--- src/hdl/axicb_pkg.sv ---
//////////////////////////////
// Crossbar shared constants
//////////////////////////////

package axicb_pkg;

    //////////////////////////////
    // Bus widths
    //////////////////////////////

    // Read address
    localparam int AXI_ADDR_W = 16;
    // Transaction ID
    localparam int AXI_ID_W = 8;
    // Read data
    localparam int AXI_DATA_W = 32;
    // Response code
    localparam int AXI_RESP_W = 2;

    //////////////////////////////
    // Response codes
    //////////////////////////////

    localparam logic [AXI_RESP_W-1:0] RESP_OKAY = 2'd0;
    localparam logic [AXI_RESP_W-1:0] RESP_DECERR = 2'd3;

    //////////////////////////////
    // Field positions
    //////////////////////////////

    // Slave window index over 4 KB windows
    localparam int SLV_SEL_LSB = 12;
    localparam int SLV_SEL_W = 4;

    // Master index carried in the upper ID bits
    localparam int MST_ID_LSB = 4;
    localparam int MST_IDX_W = 4;

endpackage

--- src/hdl/axicb_slv_switch.sv ---
//////////////////////////////
// Master-side read switch
//////////////////////////////

module axicb_slv_switch #(
    parameter int                SLV_NB = 4,
    parameter logic [SLV_NB-1:0] ROUTES = '1
) (
    input  logic                                    aclk,
    input  logic                                    i_rst,
    // AR from the master
    input  logic                                    i_arvalid,
    output logic                                    o_arready,
    input  logic [axicb_pkg::AXI_ADDR_W-1:0]        i_araddr,
    input  logic [axicb_pkg::AXI_ID_W-1:0]          i_arid,
    // AR toward the slaves
    output logic [SLV_NB-1:0]                       o_arvalid,
    input  logic [SLV_NB-1:0]                       i_arready,
    output logic [axicb_pkg::AXI_ADDR_W-1:0]        o_araddr,
    output logic [axicb_pkg::AXI_ID_W-1:0]          o_arid,
    // R from the slaves
    input  logic [SLV_NB-1:0]                       i_rvalid,
    output logic [SLV_NB-1:0]                       o_rready,
    input  logic [SLV_NB*axicb_pkg::AXI_DATA_W-1:0] i_rdata,
    input  logic [SLV_NB*axicb_pkg::AXI_ID_W-1:0]   i_rid,
    input  logic [SLV_NB*axicb_pkg::AXI_RESP_W-1:0] i_rresp,
    // R back to the master
    output logic                                    o_rvalid,
    input  logic                                    i_rready,
    output logic [axicb_pkg::AXI_DATA_W-1:0]        o_rdata,
    output logic [axicb_pkg::AXI_ID_W-1:0]          o_rid,
    output logic [axicb_pkg::AXI_RESP_W-1:0]        o_rresp
);

    import axicb_pkg::*;

    logic [SLV_SEL_W-1:0] win;
    logic [SLV_NB-1:0]    slv_hit;
    logic                 decerr;
    logic                 err_valid;
    logic [AXI_ID_W-1:0]  err_id;
    logic [SLV_NB-1:0]    r_sel;

    //////////////////////////////
    // Address decode
    //////////////////////////////

    assign win = i_araddr[SLV_SEL_LSB +: SLV_SEL_W];

    // Window must exist and be open for this master
    for (genvar s = 0; s < SLV_NB; s++) begin : g_decode
        assign slv_hit[s] = (win == SLV_SEL_W'(s)) && ROUTES[s];
    end

    assign decerr = ~|slv_hit;

    assign o_arvalid = slv_hit & {SLV_NB{i_arvalid & ~err_valid}};
    assign o_arready = ~err_valid & (decerr | |(slv_hit & i_arready));
    assign o_araddr = i_araddr;
    assign o_arid = i_arid;

    // Local error response one cycle after the AR
    always_ff @(posedge aclk) begin
        if (i_rst) begin
            err_valid <= 1'b0;
        end else if (err_valid) begin
            err_valid <= ~i_rready;
        end else if (i_arvalid && decerr) begin
            err_valid <= 1'b1;
        end
    end

    always_ff @(posedge aclk) begin
        if (!err_valid && i_arvalid && decerr) begin
            err_id <= i_arid;
        end
    end

    //////////////////////////////
    // Response merge
    //////////////////////////////

    // DECERR first, then the lowest slave index
    always_comb begin
        o_rvalid = err_valid;
        o_rdata = '0;
        o_rid = err_id;
        o_rresp = RESP_DECERR;
        r_sel = '0;
        if (!err_valid) begin
            for (int s = SLV_NB - 1; s >= 0; s--) begin
                if (i_rvalid[s]) begin
                    o_rvalid = 1'b1;
                    o_rdata = i_rdata[s*AXI_DATA_W +: AXI_DATA_W];
                    o_rid = i_rid[s*AXI_ID_W +: AXI_ID_W];
                    o_rresp = i_rresp[s*AXI_RESP_W +: AXI_RESP_W];
                    r_sel = '0;
                    r_sel[s] = 1'b1;
                end
            end
        end
        o_rready = r_sel & {SLV_NB{i_rready}};
    end

endmodule

--- config.mk ---
export PLATFORM = sky130hd
export DESIGN_NAME = axicb_slv_switch
export DESIGN_NICKNAME = d
export VERILOG_FILES = /design/src/hdl/axicb_pkg.sv /design/src/hdl/axicb_slv_switch.sv
export SDC_FILE = /design/constraint.sdc
export NUM_CORES = 1
export LEC_CHECK = 0
export BUFFER_PORTS_ARGS = -buffer_cell sky130_fd_sc_hd__buf_2
export CAP_MARGIN = 20
export CORE_AREA = 10 10 99 101
export CTS_CLUSTER_SIZE = 12
export DETAILED_ROUTE_END_ITERATION = 8
export DIE_AREA = 0 0 109 111
export PLACE_DENSITY = 0.78
export SLEW_MARGIN = 20
export SYNTH_ARGS = -nofsm -noshare
export SYNTH_HDL_FRONTEND = slang
export SYNTH_SLANG_ARGS = --single-unit
--- constraint.sdc ---
create_clock -name aclk -period 2 [get_ports aclk]
set_input_delay 0.2 -clock aclk [delete_from_list [all_inputs] [get_ports aclk]]
set_output_delay 0.2 -clock aclk [all_outputs]
set_load 0.05 [all_outputs]
After elaboration in Yosys (flattened, before gate mapping)
Index checks and enable logic that the tools add are counted.

cells by class
  equality and inequality tests = 3
  muxes and demuxes = 27
  bitwise logic cells = 8
  reductions and logical operators = 8

operators with widths
  operator                                              count
  2-to-1 mux 32 bit                                     5
  2-to-1 mux 8 bit                                      5
  2-to-1 mux 4 bit                                      5
  AND 4 bit                                             3
  2-to-1 mux 2 bit                                      5
  equality test 4 x 2 -> 1 bit (second input constant)  2
  OR reduction 4 bit                                    2
  2-to-1 mux 1 bit                                      7
  equality test 4 x 1 -> 1 bit (second input constant)  1
  zero test 4 bit                                       1
  logical AND 1 bit                                     3
  AND 1 bit                                             2
  zero test 1 bit                                       2
  inverter 1 bit                                        2
  OR 1 bit                                              1

storage, ports and cells
  input bits = 204
  bits in registers = 9
  word-level logic and storage cells = 48

Longest topological paths before layout
  depth after elaboration = 6
  mapped depth = 6

Worst setup path before layout
Ideal clock, no wire load.

  path type = input -> output
  start = in i_rvalid[0]
  end = out o_rdata[12] in the netlist's numbering
  stages = 4
  data arrival time = 2.972 ns
  required time = 1.800 ns
  path slack = -1.172 ns
  path through = buf_6 -> buf_4 -> nor3b_1 -> a2111oi_0

on the way
  word-level cells in the longest chain between the ends = 2

RTL lines
  element            line                    text
  from (decl)        axicb_slv_switch.sv:22  input logic [SLV_NB-1:0] i_rvalid,
  2-to-1 mux 32 bit  axicb_slv_switch.sv:92  if (i_rvalid[s]) begin
  2-to-1 mux 32 bit  axicb_slv_switch.sv:90  if (!err_valid) begin
  to (decl)          axicb_slv_switch.sv:30  output logic [axicb_pkg::AXI_DATA_W-1:0] o_rdata,

Every way passes these cells.

Worst setup path after layout
  start = reg err_valid
  end = out o_arvalid[0]

on the way
  word-level cells in the longest chain between the ends = 3

RTL lines
  element                 line                    text
  from (decl)             axicb_slv_switch.sv:40  logic err_valid;
  from (signal assigned)  axicb_slv_switch.sv:67  err_valid <= ~i_rready;
  inverter 1 bit          axicb_slv_switch.sv:57  assign o_arvalid = slv_hit & {SLV_NB{i_arvalid & ~err_valid}};
  AND 1 bit               axicb_slv_switch.sv:57
  AND 4 bit               axicb_slv_switch.sv:57
  to (decl)               axicb_slv_switch.sv:17  output logic [SLV_NB-1:0] o_arvalid,

Every way passes these cells.

==> flow_summary_export.csv <==
group,metric,value,unit
synth,synth-seq-area-share,12.7,%
critical_path,reg2reg_slack,0.40,ns
pwr,total_power,1.65,mW
detailed_routing,ant_nets,0,
synth,synth.cell_area,2060,µm²
critical_path,crit_chain,"buf_12 > nor4_1 > buf_2",
timing,worst_pin_slew,0.617,ns
cts,cts_tree,"built",
synth,synthArstFlopShare,0,%
pwr,intPower,0.776,mW
cts,clk_pin_slew,0.04,ns
cts,cts_sinks,9,
synth,synth_cell_type_count,33,
timing,finalCritPeriodShare,89.8,%
timing,hold_violations,0,
timing,grt_setup_unrepaired,"false",
cts,ctsHoldBuffers,0,
critical_path,crit_buf_inv,2,
detailed_routing,wl,11700,µm
die,dieArea,12100,µm²
synth,ys_warn_count,0,
timing,finalSetupViolCount,0,
layout,finalNonFillerCells,567,
detailed_routing,vias,2920,
die,core_area,7970,µm²
outcome,status,"finished, final reports clean",
timing,slew_headroom,58.9,%
layout,final_common_cell,"buf_2",
critical_path,cp.required,1.80,ns
pwr,clkPwrFrac,12.5,%
synth,synth.net_count,449,
layout,regArea,262,µm²
layout,stdcell_area,3500,µm²
die,start_util,25.8,%
synth,synth_top_area_cell,"a221oi_2",
run,cap_viol_max_count,0,
critical_path,criticalPathCategory,"flip-flop to output pin",
die,num_rows,33,
global_routing,grt_pass1_wl,17300,µm
critical_path,path_delay_family,"buffers and inverters",
cts,cts_root_buf,"clkbuf_8",
global_routing,grt_start_max_net_pins,32,
synth,ys.flop_type,"edfxtp_1",
global_routing,grt-ovfl-total,0,
layout,mostFrequentLayoutCells,"buf_2 (251), o22ai_1 (33), nor3_2 (30)",
pwr,power.density,470,nW/µm²
critical_path,cp_slowest_cell,"dfxtp_2",
critical_path,critPathLaunchType,"flip-flop",
synth,netlist.area_leader.share,19.0,%
critical_path,cp-end-kind,"output pin",
timing,fin_skew,0.00157,ns
cts,numCtsBuffers,3,
timing,fmax,557,MHz
pwr,power_switching,0.870,mW
global_routing,grtUsageTotal,17.4,%
min_path,hold_class,"input port to flip-flop",
die,die_h,111,µm
layout,nNetsFinal,667,
die,ioPinCount,280,
global_routing,grt_pass1_vias,3182,
critical_path,cpPeakStageDelay,0.50,ns
synth,syn_inst,245,
layout,multi_input_area,1550,µm²
layout,antennaDiodeCount,0,
placement,place.port_buffers,255,
pwr,seq_power_share,14.3,%
global_routing,antenna_found_initial,0,
detailed_routing,avgViaCountPerCell,5.15,
synth,ys_ff_latch,9,
layout,layout-drive-gt1-share,72.1,%
placement,gp_congestion,0.854,
detailed_routing,drcViolationCount,0,
layout,utilization,43.9,%
placement,dp_hpwl,10200,µm
cts,ctsResizeCount,0,
placement,post-place-cells,563,
synth,syn_area_per_cell,8.40,µm²
pwr,p_sw_share,52.8,%
critical_path,worstPathMaxFanout,30,
cts,h-tree-depth,1,
detailed_routing,first_pass_iters,4,
synth,synth_edf_count,8,
detailed_routing,drt_iter0_markers,119,
layout,syn2layout_area_growth,70.1,%
layout,fillers,827,
die,fp.dieW,109,µm
cts,post_cts_buffers,0,
cts,cts_buffer_depth,2,
timing,whs,0.156,ns
pwr,p_leak,1.73,nW
pwr,ir_drop,459,µV
pwr,p_comb_share,73.2,%
detailed_routing,wire_per_inst,20.7,µm
placement,placed_area,3450,µm²
timing,timing.final.crit_period,1.80,ns
timing,final_max_slew_viol_count,0,
critical_path,crit_arrival,1.60,ns
synth,synth_area_leaders,"a221oi_2 (19%), edfxtp_1 (12%), buf_4 (10%)",
cts,clk_latency,0.23,ns
-- state kept, by name, summed over array words and instances, names as in the netlist --
signal     cells
err_valid      1
err_id         8
-- stage by stage --
step	TNS (ns)	setup WS (ns)
6_report	0	0.205
5_1_grt	0	0.0702
4_1_cts	0	0.194
3_5_place_dp	0	0.250
3_3_place_gp	0	0.288
2_1_floorplan	-1.06	-0.259
-- worst paths after layout --
check / end / depth (start not counted) / startpoint
worst max register to register: err_valid / 4 / err_valid
worst max-delay path: o_arvalid[0] / 3 / err_valid
worst min register to register: err_valid / 3 / err_valid
worst min-delay path: err_id[4] / 1 / i_arid[4]
-- cell usage after synthesis (all sizes together), types with 2 or more instances --
cell type,number
a21o,8
and3b,8
and2,2
nor3,33
nor2,3
edfxtp,8
nor4,5
nand2b,3
o22ai,33
o21ai,18
nand2,3
clkbuf,9
buf,44
a221oi,33
nor3b,3
inv,5
o21bai,8
nor2b,4
a211oi,8
-- worst register-to-register path: stages (launching register included) --
cell     delay, ns
dfxtp_2       0.72
buf_12        0.30
nor3b_1       0.08
buf_4         0.18
o21ba_2       0.21
-- cell families (layout without fill, tap and decap cells) --
kind of cell	Yosys count	count (layout)	share of synthesized area (%)
compound gates	112	112	46.8
simple gates	65	65	20.1
buf+inv	58	275	19.4
flops	9	9	12.7
mux	1	1	1.09
-- power by group through the flow --
stage	combinational [mW]	clock, mW	sequential, mW
2_1_floorplan	0.870	0	0.225
3_3_place_gp	1.20	0	0.237
3_5_place_dp	1.21	0	0.238
4_1_cts	1.22	0.209	0.235
5_1_grt	1.27	0.215	0.238
6_report	1.21	0.206	0.235
-- layout make-up --
| cell class | count | area share [%] |
|---|---|---|
| clock buffers | 4 | 1.29 |
| well taps | 105 | 3.75 |
| flip-flops and latches | 9 | 7.47 |
| repair buffers | 266 | 42.7 |
| multi-input cells | 178 | 44.3 |
| inverters | 5 | 0.536 |
-- layer usage --
| layer | up-vias | wire length (µm) | track usage, % |
|---|---|---|---|
| met5 | - | 0 | 0 |
| met4 | 0 | 127 | 2.99 |
| met3 | 12 | 1320 | 5.52 |
| met2 | 187 | 6050 | 32.5 |
| met1 | 1317 | 4220 | 18.3 |
| li1 | 1404 | - | - |
(Power assumes the default switching activity.)
